[src/oramTest_defs.svh]
// Widths shared by the package, the RTL and the testbench
// Block geometry assumes ORAM_BLOCK_BEATS is a power of two
`ifndef ORAM_TEST_DEFS_SVH
`define ORAM_TEST_DEFS_SVH

// Backend beat, one 32-bit word of a block
`define ORAM_BED_WIDTH 32

// Network-side DRAM word
`define ORAM_NET_WIDTH 64

// Beats per block, so 128-bit blocks
`define ORAM_BLOCK_BEATS 4

// Block address width
`define ORAM_ADDR_WIDTH 16

// Debug port byte and the status word it shifts out
`define ORAM_DEBUG_WIDTH 8
`define ORAM_STATUS_WIDTH 32

`endif
[src/oramTestPkg.sv]
// Types for the block-storage test wrapper
// Vector widths come from the macros in oramTest_defs.svh
`default_nettype none
`include "oramTest_defs.svh"

package oramTestPkg;

	// --------------------------------------------------
	// Data and address vectors
	// --------------------------------------------------
	typedef logic [`ORAM_BED_WIDTH-1:0] beatData_t;
	typedef logic [`ORAM_NET_WIDTH-1:0] netData_t;
	typedef logic [`ORAM_ADDR_WIDTH-1:0] blockAddr_t;
	typedef logic [`ORAM_BLOCK_BEATS-1:0] beatMask_t;
	typedef logic [`ORAM_DEBUG_WIDTH-1:0] debugByte_t;

	// --------------------------------------------------
	// Commands
	// --------------------------------------------------
	// Two-bit front op, upper codes spare
	typedef enum logic [1:0] {
		FrontRead = 2'd0,
		FrontWrite = 2'd1
	} frontOp_t;

	typedef enum logic {
		DramRead = 1'b0,
		DramWrite = 1'b1
	} dramOp_t;

	// Mask bit i enables beat i of a write
	typedef struct packed {
		frontOp_t op;
		blockAddr_t addr;
		beatMask_t mask;
	} frontCmd_t;

	typedef struct packed {
		dramOp_t op;
		blockAddr_t addr;
	} dramCmd_t;

	// Controller FSM
	typedef enum logic [2:0] {
		Idle,
		Gather,
		IssueRead,
		Collect,
		ReturnBlock,
		IssueWrite,
		SendBlock
	} ctrlState_t;

endpackage

`default_nettype wire

[src/oramTestWrap.sv]
// Test-chip wrapper, user or traffic-gen front end, real or dummy DRAM backend
// DummyMode overrides TrafficMode and keeps the DRAM and user ports silent
// Debug word is {access count, traffic mismatch count}, MSB first
`timescale 1ns/1ps
`default_nettype none
`include "oramTest_defs.svh"

module oramTestWrap (
	input wire logic Clock,
	input wire logic rstN,
	input wire oramTestPkg::frontCmd_t CmdIn,
	input wire logic CmdValid,
	output logic CmdReady,
	input wire oramTestPkg::beatData_t DataIn,
	input wire logic DataInValid,
	output logic DataInReady,
	output oramTestPkg::beatData_t DataOut,
	output logic DataOutValid,
	input wire logic DataOutReady,
	output oramTestPkg::dramCmd_t DramCmd,
	output logic DramCmdValid,
	input wire logic DramCmdReady,
	input wire oramTestPkg::netData_t DramReadData,
	input wire logic DramReadDataValid,
	output oramTestPkg::netData_t DramWriteData,
	output logic DramWriteDataValid,
	input wire logic DramWriteDataReady,
	input wire logic TrafficMode,
	input wire logic DummyMode,
	input wire logic DebugReq,
	output oramTestPkg::debugByte_t DebugData
);
	oramTestPkg::frontCmd_t ctrlCmd, genCmd;
	oramTestPkg::beatData_t ctrlDataIn, ctrlDataOut, genDataIn;
	oramTestPkg::dramCmd_t ctrlDramCmd;
	oramTestPkg::beatData_t beatIn, beatOut, readBeat, respBeat;
	logic ctrlCmdValid, ctrlCmdReady, ctrlDataInValid, ctrlDataInReady;
	logic ctrlDataOutValid, ctrlDataOutReady, ctrlDramCmdValid, ctrlDramCmdReady;
	logic genCmdValid, genCmdReady, genDataInValid, genDataInReady;
	logic genDataOutValid, genDataOutReady;
	logic beatInValid, beatOutValid, beatOutReady, readBeatValid, writeAccept;
	logic respCmdValid, respCmdReady, respBeatValid, accessDone;
	logic [`ORAM_STATUS_WIDTH/2-1:0] accessCount, errorCount;
	logic [`ORAM_STATUS_WIDTH-1:0] statusWord;
	logic debugFull;

	// --------------------------------------------------
	// Front-end muxing
	// --------------------------------------------------
	always_comb begin
		ctrlCmd = CmdIn;
		if (TrafficMode) begin
			ctrlCmd = genCmd;
			ctrlCmd.mask = '1;
		end
	end
	assign ctrlCmdValid = (TrafficMode ? genCmdValid : CmdValid) && !DummyMode;
	assign genCmdReady = TrafficMode && ctrlCmdReady;
	assign CmdReady = !TrafficMode && ctrlCmdReady;

	assign ctrlDataIn = TrafficMode ? genDataIn : DataIn;
	assign ctrlDataInValid = (TrafficMode ? genDataInValid : DataInValid) && !DummyMode;
	assign genDataInReady = TrafficMode && ctrlDataInReady;
	assign DataInReady = !TrafficMode && ctrlDataInReady;

	assign DataOut = ctrlDataOut;
	assign DataOutValid = !TrafficMode && ctrlDataOutValid;
	assign genDataOutValid = TrafficMode && ctrlDataOutValid;
	assign ctrlDataOutReady = TrafficMode ? genDataOutReady : DataOutReady;

	trafficGen tgen (
		.Clock(Clock), .rstN(rstN),
		.Cmd(genCmd), .CmdValid(genCmdValid), .CmdReady(genCmdReady),
		.DataIn(genDataIn), .DataInValid(genDataInValid), .DataInReady(genDataInReady),
		.DataOut(ctrlDataOut), .DataOutValid(genDataOutValid),
		.DataOutReady(genDataOutReady), .ErrorCount(errorCount)
	);

	blockController ctrl (
		.Clock(Clock), .rstN(rstN), .DummyMode(DummyMode),
		.Cmd(ctrlCmd), .CmdValid(ctrlCmdValid), .CmdReady(ctrlCmdReady),
		.DataIn(ctrlDataIn), .DataInValid(ctrlDataInValid), .DataInReady(ctrlDataInReady),
		.DataOut(ctrlDataOut), .DataOutValid(ctrlDataOutValid),
		.DataOutReady(ctrlDataOutReady),
		.DramCmd(ctrlDramCmd), .DramCmdValid(ctrlDramCmdValid),
		.DramCmdReady(ctrlDramCmdReady),
		.BeatIn(beatIn), .BeatInValid(beatInValid),
		.BeatOut(beatOut), .BeatOutValid(beatOutValid), .BeatOutReady(beatOutReady),
		.AccessDone(accessDone)
	);

	// --------------------------------------------------
	// Backend muxing, dummy responder takes reads only
	// --------------------------------------------------
	assign DramCmd = ctrlDramCmd;
	assign DramCmdValid = ctrlDramCmdValid && !DummyMode;
	assign respCmdValid = DummyMode && ctrlDramCmdValid &&
		(ctrlDramCmd.op == oramTestPkg::DramRead);
	// Dummy write commands and beats are swallowed
	assign ctrlDramCmdReady = DummyMode ?
		((ctrlDramCmd.op == oramTestPkg::DramRead) ? respCmdReady : 1'b1) : DramCmdReady;
	assign beatIn = DummyMode ? respBeat : readBeat;
	assign beatInValid = DummyMode ? respBeatValid : readBeatValid;
	assign beatOutReady = DummyMode ? 1'b1 : writeAccept;

	dummyResponder dgen (
		.Clock(Clock), .rstN(rstN),
		.CmdValid(respCmdValid), .CmdReady(respCmdReady),
		.BeatOut(respBeat), .BeatOutValid(respBeatValid)
	);

	// 64-bit word to two beats, low half first, never stalled
	widthFunnel #(.InWidth(`ORAM_NET_WIDTH), .OutWidth(`ORAM_BED_WIDTH), .Registered(1'b1))
		readFunnel (
		.Clock(Clock), .rstN(rstN),
		.InData(DramReadData), .InValid(DramReadDataValid), .InAccept(),
		.OutData(readBeat), .OutValid(readBeatValid), .OutReady(1'b1)
	);

	widthFunnel #(.InWidth(`ORAM_BED_WIDTH), .OutWidth(`ORAM_NET_WIDTH), .Registered(1'b1))
		writeFunnel (
		.Clock(Clock), .rstN(rstN),
		.InData(beatOut), .InValid(beatOutValid && !DummyMode), .InAccept(writeAccept),
		.OutData(DramWriteData), .OutValid(DramWriteDataValid),
		.OutReady(DramWriteDataReady)
	);

	// --------------------------------------------------
	// Status and debug readout
	// --------------------------------------------------
	always_ff @(posedge Clock or negedge rstN) begin
		if (!rstN)
			accessCount <= '0;
		else if (accessDone)
			accessCount <= accessCount + 1'b1;
	end

	assign statusWord = {accessCount, errorCount};

	// Request while empty captures, request while full shifts one byte
	widthFunnel #(.InWidth(`ORAM_STATUS_WIDTH), .OutWidth(`ORAM_DEBUG_WIDTH),
		.Registered(1'b0))
		debugFunnel (
		.Clock(Clock), .rstN(rstN),
		.InData(statusWord), .InValid(!debugFull && DebugReq), .InAccept(),
		.OutData(DebugData), .OutValid(debugFull), .OutReady(debugFull && DebugReq)
	);

endmodule

`default_nettype wire

[src/dummyResponder.sv]
// Stand-in DRAM for dummy mode, read commands only
// First beat two cycles after the command, then one xorshift beat per cycle
`timescale 1ns/1ps
`default_nettype none

module dummyResponder (
	input wire logic Clock,
	input wire logic rstN,
	input wire logic CmdValid,
	output logic CmdReady,
	output oramTestPkg::beatData_t BeatOut,
	output logic BeatOutValid
);
	// 0 idle, 1 wait, 2 to 5 one beat each
	logic [2:0] phase;
	oramTestPkg::beatData_t lfsr;
	oramTestPkg::beatData_t stepA;
	oramTestPkg::beatData_t stepB;
	oramTestPkg::beatData_t lfsrNext;

	// xorshift32, shifts 13, 17, 5
	always_comb begin
		stepA = lfsr ^ (lfsr << 13);
		stepB = stepA ^ (stepA >> 17);
		lfsrNext = stepB ^ (stepB << 5);
	end

	assign CmdReady = phase == 3'd0;
	assign BeatOutValid = phase >= 3'd2;
	assign BeatOut = lfsr;

	always_ff @(posedge Clock or negedge rstN) begin
		if (!rstN) begin
			phase <= 3'd0;
			lfsr <= 32'h0000_0001;
		end else begin
			if (CmdValid && CmdReady)
				phase <= 3'd1;
			else if (phase != 3'd0)
				phase <= (phase == 3'd5) ? 3'd0 : phase + 3'd1;
			if (BeatOutValid)
				lfsr <= lfsrNext;
		end
	end

endmodule

`default_nettype wire

[src/trafficGen.sv]
// Self-checking traffic source, write then read back of blocks 0, 1, 2 and so on
// Beat pattern is the block address over the beat index, error count saturates
`timescale 1ns/1ps
`default_nettype none
`include "oramTest_defs.svh"

module trafficGen (
	input wire logic Clock,
	input wire logic rstN,
	output oramTestPkg::frontCmd_t Cmd,
	output logic CmdValid,
	input wire logic CmdReady,
	output oramTestPkg::beatData_t DataIn,
	output logic DataInValid,
	input wire logic DataInReady,
	input wire oramTestPkg::beatData_t DataOut,
	input wire logic DataOutValid,
	output logic DataOutReady,
	output logic [`ORAM_STATUS_WIDTH/2-1:0] ErrorCount
);
	localparam int IdxWidth = $clog2(`ORAM_BLOCK_BEATS);
	localparam int LowWidth = `ORAM_BED_WIDTH - `ORAM_ADDR_WIDTH;
	localparam logic [IdxWidth-1:0] LastBeat = IdxWidth'(`ORAM_BLOCK_BEATS - 1);

	oramTestPkg::blockAddr_t addr;
	oramTestPkg::beatData_t pattern;
	logic [IdxWidth-1:0] beatIdx;
	logic writePhase;
	logic cmdSent;
	logic beatFire;
	logic readFire;

	// Expected or written beat
	assign pattern = {addr, LowWidth'(beatIdx)};

	always_comb begin
		Cmd.op = writePhase ? oramTestPkg::FrontWrite : oramTestPkg::FrontRead;
		Cmd.addr = addr;
		Cmd.mask = '1;
	end

	// Command first, then its four beats in one direction
	assign CmdValid = !cmdSent;
	assign DataIn = pattern;
	assign DataInValid = cmdSent && writePhase;
	assign DataOutReady = cmdSent && !writePhase;

	assign readFire = DataOutValid && DataOutReady;
	assign beatFire = (DataInValid && DataInReady) || readFire;

	always_ff @(posedge Clock or negedge rstN) begin
		if (!rstN) begin
			addr <= '0;
			beatIdx <= '0;
			writePhase <= 1'b1;
			cmdSent <= 1'b0;
			ErrorCount <= '0;
		end else begin
			if (CmdValid && CmdReady)
				cmdSent <= 1'b1;
			if (beatFire) begin
				beatIdx <= beatIdx + 1'b1;
				if (beatIdx == LastBeat) begin
					cmdSent <= 1'b0;
					writePhase <= !writePhase;
					// Next block once the read-back is done
					if (!writePhase)
						addr <= addr + 1'b1;
				end
			end
			if (readFire && (DataOut != pattern) && (ErrorCount != '1))
				ErrorCount <= ErrorCount + 1'b1;
		end
	end

endmodule

`default_nettype wire

[src/blockController.sv]
// Block access FSM, four backend beats per block, writes as read-merge-write
// Merge happens while the old block is collected, under the latched beat mask
// DummyMode loops read and write-back on incrementing addresses
`timescale 1ns/1ps
`default_nettype none
`include "oramTest_defs.svh"

module blockController (
	input wire logic Clock,
	input wire logic rstN,
	input wire logic DummyMode,
	input wire oramTestPkg::frontCmd_t Cmd,
	input wire logic CmdValid,
	output logic CmdReady,
	input wire oramTestPkg::beatData_t DataIn,
	input wire logic DataInValid,
	output logic DataInReady,
	output oramTestPkg::beatData_t DataOut,
	output logic DataOutValid,
	input wire logic DataOutReady,
	output oramTestPkg::dramCmd_t DramCmd,
	output logic DramCmdValid,
	input wire logic DramCmdReady,
	input wire oramTestPkg::beatData_t BeatIn,
	input wire logic BeatInValid,
	output oramTestPkg::beatData_t BeatOut,
	output logic BeatOutValid,
	input wire logic BeatOutReady,
	output logic AccessDone
);
	localparam int IdxWidth = $clog2(`ORAM_BLOCK_BEATS);
	localparam logic [IdxWidth-1:0] LastBeat = IdxWidth'(`ORAM_BLOCK_BEATS - 1);

	oramTestPkg::ctrlState_t state;
	oramTestPkg::frontCmd_t cmdQ;
	oramTestPkg::blockAddr_t dummyAddr;
	oramTestPkg::beatData_t blockBuf [`ORAM_BLOCK_BEATS];
	logic [IdxWidth-1:0] beatIdx;
	logic isWrite;
	logic keepNew;
	logic lastBeat;
	logic cmdFire;
	logic startDummy;

	// --------------------------------------------------
	// Handshake outputs
	// --------------------------------------------------
	assign isWrite = cmdQ.op == oramTestPkg::FrontWrite;
	// New beat survives the collect only when its mask bit is set
	assign keepNew = isWrite && cmdQ.mask[beatIdx];
	assign lastBeat = beatIdx == LastBeat;

	assign CmdReady = (state == oramTestPkg::Idle) && !DummyMode;
	assign cmdFire = CmdValid && CmdReady;
	assign startDummy = (state == oramTestPkg::Idle) && DummyMode;

	assign DataInReady = state == oramTestPkg::Gather;
	assign DataOutValid = state == oramTestPkg::ReturnBlock;
	assign DataOut = blockBuf[beatIdx];
	assign BeatOutValid = state == oramTestPkg::SendBlock;
	assign BeatOut = blockBuf[beatIdx];

	assign DramCmdValid = (state == oramTestPkg::IssueRead) || (state == oramTestPkg::IssueWrite);
	always_comb begin
		DramCmd.op = (state == oramTestPkg::IssueWrite) ? oramTestPkg::DramWrite
			: oramTestPkg::DramRead;
		DramCmd.addr = cmdQ.addr;
	end

	// End of an access, last beat out to the user or to DRAM
	assign AccessDone = lastBeat &&
		(((state == oramTestPkg::ReturnBlock) && DataOutReady) ||
		((state == oramTestPkg::SendBlock) && BeatOutReady));

	// --------------------------------------------------
	// Command latch and block buffer
	// --------------------------------------------------
	always_ff @(posedge Clock) begin
		if (cmdFire) begin
			cmdQ <= Cmd;
		end else if (startDummy) begin
			// Empty mask, so the write-back is the block just read
			cmdQ.op <= oramTestPkg::FrontWrite;
			cmdQ.addr <= dummyAddr;
			cmdQ.mask <= '0;
		end
		if ((state == oramTestPkg::Gather) && DataInValid)
			blockBuf[beatIdx] <= DataIn;
		if ((state == oramTestPkg::Collect) && BeatInValid && !keepNew)
			blockBuf[beatIdx] <= BeatIn;
	end

	// --------------------------------------------------
	// FSM
	// --------------------------------------------------
	always_ff @(posedge Clock or negedge rstN) begin
		if (!rstN) begin
			state <= oramTestPkg::Idle;
			beatIdx <= '0;
			dummyAddr <= '0;
		end else begin
			case (state)
				oramTestPkg::Idle: begin
					if (startDummy) begin
						dummyAddr <= dummyAddr + 1'b1;
						state <= oramTestPkg::IssueRead;
					end else if (cmdFire) begin
						state <= (Cmd.op == oramTestPkg::FrontWrite) ? oramTestPkg::Gather
							: oramTestPkg::IssueRead;
					end
				end
				oramTestPkg::Gather: begin
					if (DataInValid) begin
						beatIdx <= beatIdx + 1'b1;
						if (lastBeat)
							state <= oramTestPkg::IssueRead;
					end
				end
				oramTestPkg::IssueRead: begin
					if (DramCmdReady)
						state <= oramTestPkg::Collect;
				end
				// Read data is never stalled, take it as it comes
				oramTestPkg::Collect: begin
					if (BeatInValid) begin
						beatIdx <= beatIdx + 1'b1;
						if (lastBeat)
							state <= isWrite ? oramTestPkg::IssueWrite
								: oramTestPkg::ReturnBlock;
					end
				end
				oramTestPkg::ReturnBlock: begin
					if (DataOutReady) begin
						beatIdx <= beatIdx + 1'b1;
						if (lastBeat)
							state <= oramTestPkg::Idle;
					end
				end
				oramTestPkg::IssueWrite: begin
					if (DramCmdReady)
						state <= oramTestPkg::SendBlock;
				end
				oramTestPkg::SendBlock: begin
					if (BeatOutReady) begin
						beatIdx <= beatIdx + 1'b1;
						if (lastBeat)
							state <= oramTestPkg::Idle;
					end
				end
				default: state <= oramTestPkg::Idle;
			endcase
		end
	end

endmodule

`default_nettype wire

[src/widthFunnel.sv]
// Width converter between two widths, one an integer multiple of the other
// Registered picks the unpack order: 1 sends low part first, 0 high part first
`timescale 1ns/1ps
`default_nettype none

module widthFunnel #(
	parameter int InWidth = 32,
	parameter int OutWidth = 64,
	parameter bit Registered = 1'b1
) (
	input wire logic Clock,
	input wire logic rstN,
	input wire logic [InWidth-1:0] InData,
	input wire logic InValid,
	output logic InAccept,
	output logic [OutWidth-1:0] OutData,
	output logic OutValid,
	input wire logic OutReady
);
	localparam int Wide = (InWidth > OutWidth) ? InWidth : OutWidth;
	localparam int Narrow = (InWidth > OutWidth) ? OutWidth : InWidth;
	localparam int Parts = Wide / Narrow;
	localparam int CountWidth = $clog2(Parts + 1);
	localparam logic [CountWidth-1:0] Full = CountWidth'(Parts);
	localparam logic [CountWidth-1:0] One = CountWidth'(1);

	// One wide word plus the number of parts it holds
	logic [Wide-1:0] buffer;
	logic [CountWidth-1:0] count;

	if (InWidth < OutWidth) begin : genPack
		// No new part while a full word waits
		assign InAccept = count != Full;
		assign OutValid = count == Full;
		assign OutData = buffer;

		always_ff @(posedge Clock or negedge rstN) begin
			if (!rstN) begin
				buffer <= '0;
				count <= '0;
			end else if (OutValid && OutReady) begin
				count <= '0;
			end else if (InValid && InAccept) begin
				// First part lands in the low bits
				buffer[count * Narrow +: Narrow] <= InData;
				count <= count + One;
			end
		end
	end else begin : genUnpack
		// Reload allowed as the last part leaves, so back-to-back words pass
		assign InAccept = (count == '0) || (count == One && OutReady);
		assign OutValid = count != '0;
		assign OutData = Registered ? buffer[Narrow-1:0] : buffer[Wide-1 -: Narrow];

		always_ff @(posedge Clock or negedge rstN) begin
			if (!rstN) begin
				buffer <= '0;
				count <= '0;
			end else if (InValid && InAccept) begin
				buffer <= InData;
				count <= Full;
			end else if (OutValid && OutReady) begin
				// Zeros shift in behind the sent part
				buffer <= Registered ? (buffer >> Narrow) : (buffer << Narrow);
				count <= count - One;
			end
		end
	end

endmodule

`default_nettype wire

[config.mk]
export PLATFORM = sky130hd
export DESIGN_NAME = oramTestWrap
export DESIGN_NICKNAME = d
export VERILOG_FILES = /design/src/oramTestPkg.sv /design/src/oramTestWrap.sv /design/src/dummyResponder.sv /design/src/trafficGen.sv /design/src/blockController.sv /design/src/widthFunnel.sv
export VERILOG_INCLUDE_DIRS = /design/src /design/src/src
export SDC_FILE = /design/constraint.sdc
export NUM_CORES = 1
export LEC_CHECK = 0
export BUFFER_PORTS_ARGS = -buffer_cell sky130_fd_sc_hd__buf_2
export CAP_MARGIN = 10
export CELL_PAD_IN_SITES_DETAIL_PLACEMENT = 0
export CELL_PAD_IN_SITES_GLOBAL_PLACEMENT = 1
export CORE_MARGIN = 1.5
export CORE_UTILIZATION = 50
export DETAILED_ROUTE_END_ITERATION = 6
export PLACE_DENSITY_LB_ADDON = 0.3
export SYNTH_ARGS = -nofsm -noshare
export SYNTH_HDL_FRONTEND = slang
export SYNTH_SLANG_ARGS = --single-unit
[constraint.sdc]
create_clock -name Clock -period 12.1 [get_ports Clock]
set_input_delay 2.42 -clock Clock [delete_from_list [all_inputs] [get_ports Clock]]
set_output_delay 2.42 -clock Clock [all_outputs]
set_load 0.005 [all_outputs]
Yosys cells after proc, flatten, opt, wreduce, memory -nomap -nowiden
Memory sizes are Yosys's and may differ from the RTL's.
Cells that the tools add are included.
Widths: inputs -> output; s select.

storage, ports and cells
  register bits = 297
  RAM bits = 128
  bits of input ports = 129
  memories = 1

operators by class
  add/subtract/negate cells = 11
  order comparisons = 2
  equality and inequality tests = 26
  shift-type cells = 2
  muxes and demuxes = 57
  bitwise logic cells = 7
  reduce and logical (&&, ||, !) cells = 68

memories
  memory         depth  width  read ports  clocked after memory_dff  write ports  RTL line               source
  ctrl.blockBuf  4      32     1           0                         1            blockController.sv:37  oramTestPkg::beatData_t blockBuf [`ORAM_BLOCK_BEATS];

operators by type and width
  cell                      count
  $mux 32                   5
  $mux 64                   2
  $mux 22                   3
  $add 16x1->16 const B     4
  $bwmux 64                 1
  $shift 32x34->64 const A  1
  $shiftx 32x34->64         1
  $xor 32x32->32            2
  $mux 3                    16
  $logic_and 1x1->1         38
  $neg 7->34                1
  $ne 32x32->1              1
  $xor 32x15->32            1
  $pmux 3 s7                1
  $mux 1                    18
  $mux 2                    9
  $ne 16x16->1 const B      1
  $ne 2x1->1 const B        8
  $eq 3x3->1 const B        4
  $reduce_bool 2->1         6
  $logic_not 3->1           3
  $reduce_and 9->1          1
  $pmux 2 s4                1
  $add 2x1->2 const B       3
  22 further kinds          42

Depth between registers and ports, before layout
  depth after elaboration = 8
  gate-level depth with buffers = 10
  gate-level depth less buffers = 8

Cells and area by module
A second synthesis with hierarchy kept.

second synthesis, totals
  cells, all modules = 1,827
  area total of the unflattened synthesis = 22,346.4 sq um

by module, submodules not included
  module                     instances  cells an instance  area each (sq um)  sequential area each (sq um)
  blockController            1          462                7,519.7            5,029.8
  widthFunnel (readFunnel)   1          376                3,976.3            1,651.6
  widthFunnel (writeFunnel)  1          259                3,181.8            1,651.6
  trafficGen                 1          219                2,194.6            902.1
  dummyResponder             1          172                1,898.1            877.1
  oramTestWrap               1          179                1,864.3            400.4
  widthFunnel (debugFunnel)  1          160                1,711.6            875.8

Worst setup path after synthesis
No wires, ideal clock.

  path kind = input-to-output
  start = input DummyMode
  end = output DramCmdValid
  arrival = 3.671 ns
  required time = 9.680 ns
  path slack = 6.009 ns
  cell stages on the path = 5
  path buffers = 4
  path through = clkbuf_1 -> clkbuf_1 -> buf_1 -> clkbuf_1 -> a21oi_1

between the ends
  cells in the longest elaborated chain, start to end = 2

ends and longest elaborated chain
  element            RTL line            source
  from (decl)        oramTestWrap.sv:29  input wire logic DummyMode,
  $logic_not 1->1    oramTestWrap.sv:96  assign DramCmdValid = ctrlDramCmdValid && !DummyMode;
  $logic_and 1x1->1  oramTestWrap.sv:96
  to (decl)          oramTestWrap.sv:21  output logic DramCmdValid,

No other way between the ends.

Final worst setup path
  start = input DummyMode
  end = output CmdReady

between the ends
  cells in the longest elaborated chain, start to end = 3

ends and longest elaborated chain
  element            RTL line               source
  $logic_not 1->1    blockController.sv:53  assign CmdReady = (state == oramTestPkg::Idle) && !DummyMode;
  $logic_and 1x1->1  blockController.sv:53
  $logic_and 1x1->1  oramTestWrap.sv:59     assign CmdReady = !TrafficMode && ctrlCmdReady;
  to (decl)          oramTestWrap.sv:13     output logic CmdReady,

No other way between the ends.

==> impl_results.md <==
- Clock Sink Count: about 430
- Initial Utilization: 50.80%
- Number of global-route vias before repair: 12,450
- CP Capture Type: output pin
- Final Slew Violations: 0
- DRT iter0 DRCs: about 930
- DR vias: 12,680
- Max-slew headroom: ~23%
- Placeable core region: ~38,000 um^2
- Peak Freq: roughly 0.16 GHz
- Max H-tree Level: 2
- FFs w/ async S/R, synth: about 65%
- Initial antenna violation count: 8
- Die width: between 150 and 200 um
- Synthesized area: 19,180 um^2
- Setup Skew: ~0.027 ns
- Sequential share of the synthesized area: 59.38%
- CTS Buffer Depth: 3
- Required time worst endpoint: about 9.7 ns
- RSZ-0062 raised after global routing: false
- Post-synth EDFFs: 150
- Area leader, netlist: dfrtp_1
- CTS tree: yes
- Yosys warns: 0
- Layout cell share with drive strength beyond 1: 22.04%
- Nets@finish: between 1,500 and 2,000
- Global placement routability congestion: ~0.83
- Die area: around 40,000 um^2
- Final wirelength: 45,790 um
- TNS Setup: 0 ns
- WL per Instance: approximately 20 um
- Global route total overflow: 0
- Cell mode on critical path: buf_2
- Crit path kind: in2out
- Port Buf Inserts: ~250
- Max stage delay on crit path: ~0.68 ns
- Largest net degree at the start of global routing: a little over 80
- Synth top area share: ~36%
- Status: finished, final reports clean
- Final Worst Setup Slack: around 5.8 ns
- Syn Inst Count: approximately 1,600
- CP max FO: slightly above 60
- HPWL Detailed: 31,650 um
- Worst Min Path Start: accessCount[15]$_DFFE_PN0P_
- Largest cells by area after synthesis: dfrtp_1, edfxtp_1, xnor2_1
- Max stage delay cell, worst path: or4_1
- Pre-CTS WS: around 5.8 ns
- Maxcap violations: 0
- Post-route minimum period: about 6.3 ns
- Cell Chain, Critical Path: buf_2 > buf_4 > or4_1 > nor2_1 > buf_2
- First-pass GRT wire length: roughly 71,000 um
- Synth cell types: between 50 and 60
- Fin crit share: roughly half
- Root Driver: clkbuf_16
- Critical path's top delay family: simple AND/OR/NAND/NOR gates
- Via/cell ratio: 5.419
- Setup Viol. Count Final: 0
- Hold Crit Class: reg2reg
- Reg2Reg Launch Point: ctrl.beatIdx[0]$_DFFE_PN0P_
- Hold Buf Count CTS: 0
- Resize count post-CTS: 0
- Final hold vios: 0
- CP bufs+invs: 3
- Clock Latency Late Sink: approximately 0.58 ns
- Worst Path Arrival: 3.86 ns
- Total GRT Usage: a little under a quarter
- Clk pin slew, worst setup/hold paths: 0.06 ns
- Leakage power: just under 10 nW
- Worst-Margin Slew: 1.151 ns
- Io pins: about 260
- Syn nets: ~1,700
- Critical Path Source: DummyMode
- DRT Pass-1 Iters: 4
- Synthesized area per cell: around 12 um^2
- Die height: approximately 200 um
- Area grow syn2layout: 15.40%
- Setup bufs post-CTS: 0
- Kind of start point of the critical path: input pin
- Row cnt: 71
- Post-synthesis register bit count: 425
- # fillers: between 3,000 and 4,000
- Synth Flop Type: dfrtp_1
- Maximum VDD drop: ~0.11 mV
- PwrDens: between 200 and 250 nW/um^2
- DRC errors left: 0
- Number of buffers created by CTS: 45
- Antenna-violating nets left: 0
-- worst paths after layout --
kind,endpoint,slack [ns],depth (start not counted)
max in group asynchronous,readFunnel.buffer[14]$_DFFE_PN0P_,8.25,3
setup / recovery,CmdReady,5.82,5
setup reg to reg,ctrl.blockBuf[1][24]$_DFFE_PP_,8.16,8
min in group asynchronous,debugFunnel.buffer[29]$_DFFE_PN0P_,1.80,1
hold reg to reg,accessCount[15]$_DFFE_PN0P_,0.47,1
hold / removal,accessCount[15]$_DFFE_PN0P_,0.47,1
-- report_power, final --
part	leakage [nW]	switching, W	internal (W)	total, W
logic	4.19	0.000713	0.000503	0.00122
registers	5.04	0.000161	0.00178	0.00194
clock network	0.694	0.000565	0.000769	0.00133
total	9.93	0.00144	0.00305	0.00449
-- registers in the layout, indices dropped and copies added (netlist names), 2 cells and up --
name / count
accessCount: 16
ctrl.DramCmd: 16
ctrl.beatIdx: 2
ctrl.blockBuf: 128
ctrl.cmdQ: 6
ctrl.dummyAddr: 16
ctrl.state: 3
debugFunnel.buffer: 32
debugFunnel.count: 3
dgen.BeatOut: 32
dgen.phase: 3
readFunnel.buffer: 64
readFunnel.count: 2
tgen.ErrorCount: 16
tgen.addr: 16
tgen.beatIdx: 2
writeFunnel.OutData: 64
writeFunnel.count: 2
-- layer usage --
metal / wire, um / part of all wire, % / vias to the layer above / GRT usage [%]
li1: - / - / 5982 / -
met1: 21200 / 46 / 6252 / 35.02
met2: 20390 / 45 / 349 / 34.69
met3: 2891 / 6.3 / 89 / 4.578
met4: 1247 / 2.7 / 8 / 7.969
met5: 57 / 0.12 / - / 0
-- per-stage QoR --
step | hold WS [ns] | cell area (um^2) | utilization [%] | cells | total power [W]
after detailed placement | 0.4626 | 20670 | 54.75 | 2251 | 0.003198
final | 0.4694 | 22130 | 58.62 | 2340 | 0.004493
after global routing | 0.4934 | 22130 | 58.60 | 2338 | 0.004739
after global placement | 0.4605 | 20670 | 54.75 | 2251 | 0.003163
after floorplan | 0.4454 | 19180 | - | 1599 | 0.002761
after CTS | 0.4740 | 22090 | 58.51 | 2334 | 0.004538
-- synthesized netlist by cell type (2+ instances only) --
master	instances
a211oi_1	19
a21oi_1	38
a22o_1	65
a31oi_1	24
and2_1	5
and3_1	16
and3b_1	2
and4_1	3
buf_1	8
buf_2	6
buf_4	26
clkbuf_1	94
dfrtp_1	273
dfstp_2	2
edfxtp_1	150
ha_1	18
inv_1	24
mux2_2	7
mux2i_1	83
mux4_2	33
nand2_1	201
nand2b_1	7
nand3_1	69
nand3b_1	3
nand4_1	13
nor2_1	99
nor2b_1	23
nor3_1	7
nor4_1	4
nor4b_1	2
o21a_1	8
o21ai_0	67
or2_2	2
or4_1	4
xnor2_1	107
xor2_1	66
-- cells by family (layout without fill, tap and decap cells) --
kind of cell    Yosys count  in the layout  share of synthesized area (%)
buf+inv                 161            386                          3.797
mux                     124            124                          8.697
xor+xnor                173            173                          7.901
simple gates            466            466                          11.04
other cells               0              5                              0
flops                   425            425                          59.38
fa+ha+maj                18             18                          1.174
compound gates          232            232                          8.012
-- cell type report --
class | count | area (um^2) | share of cell area, %
Clock inverter | 18 | 157.7 | 0.7123
Timing Repair Buffer | 278 | 1481 | 6.694
Antenna cell | 5 | 12.51 | 0.05654
Tap cell | 511 | 639.4 | 2.889
Clock buffer | 65 | 1261 | 5.699
Inverter | 25 | 93.84 | 0.4240
Multi-Input combinational cell | 1013 | 7096 | 32.06
Sequential cell | 425 | 11390 | 51.46
-- layout by cell type, fill, tap and decap left out, types with 5 or more instances in the layout --
cell       count
edfxtp_1     150
mux2_2         7
nand4_1       13
nand3_1       69
a21oi_1       38
nor2b_1       19
nor2_1        97
ha_1          17
mux4_2        33
a31oi_1       24
buf_4         23
clkinv_1       7
nor3_1         6
nand2b_1       7
dfrtp_1      272
and3_1        16
a211oi_1      19
o21a_1         7
xor2_1        66
and2_1         5
clkbuf_8       6
inv_1         24
a22o_1        65
buf_2        253
diode_2        5
nand2_1      201
o21ai_0       67
clkbuf_1      14
clkinv_2       6
clkbuf_16     45
mux2i_1       83
xnor2_1      107
Note: power is estimated with default switching activity, not from simulation.
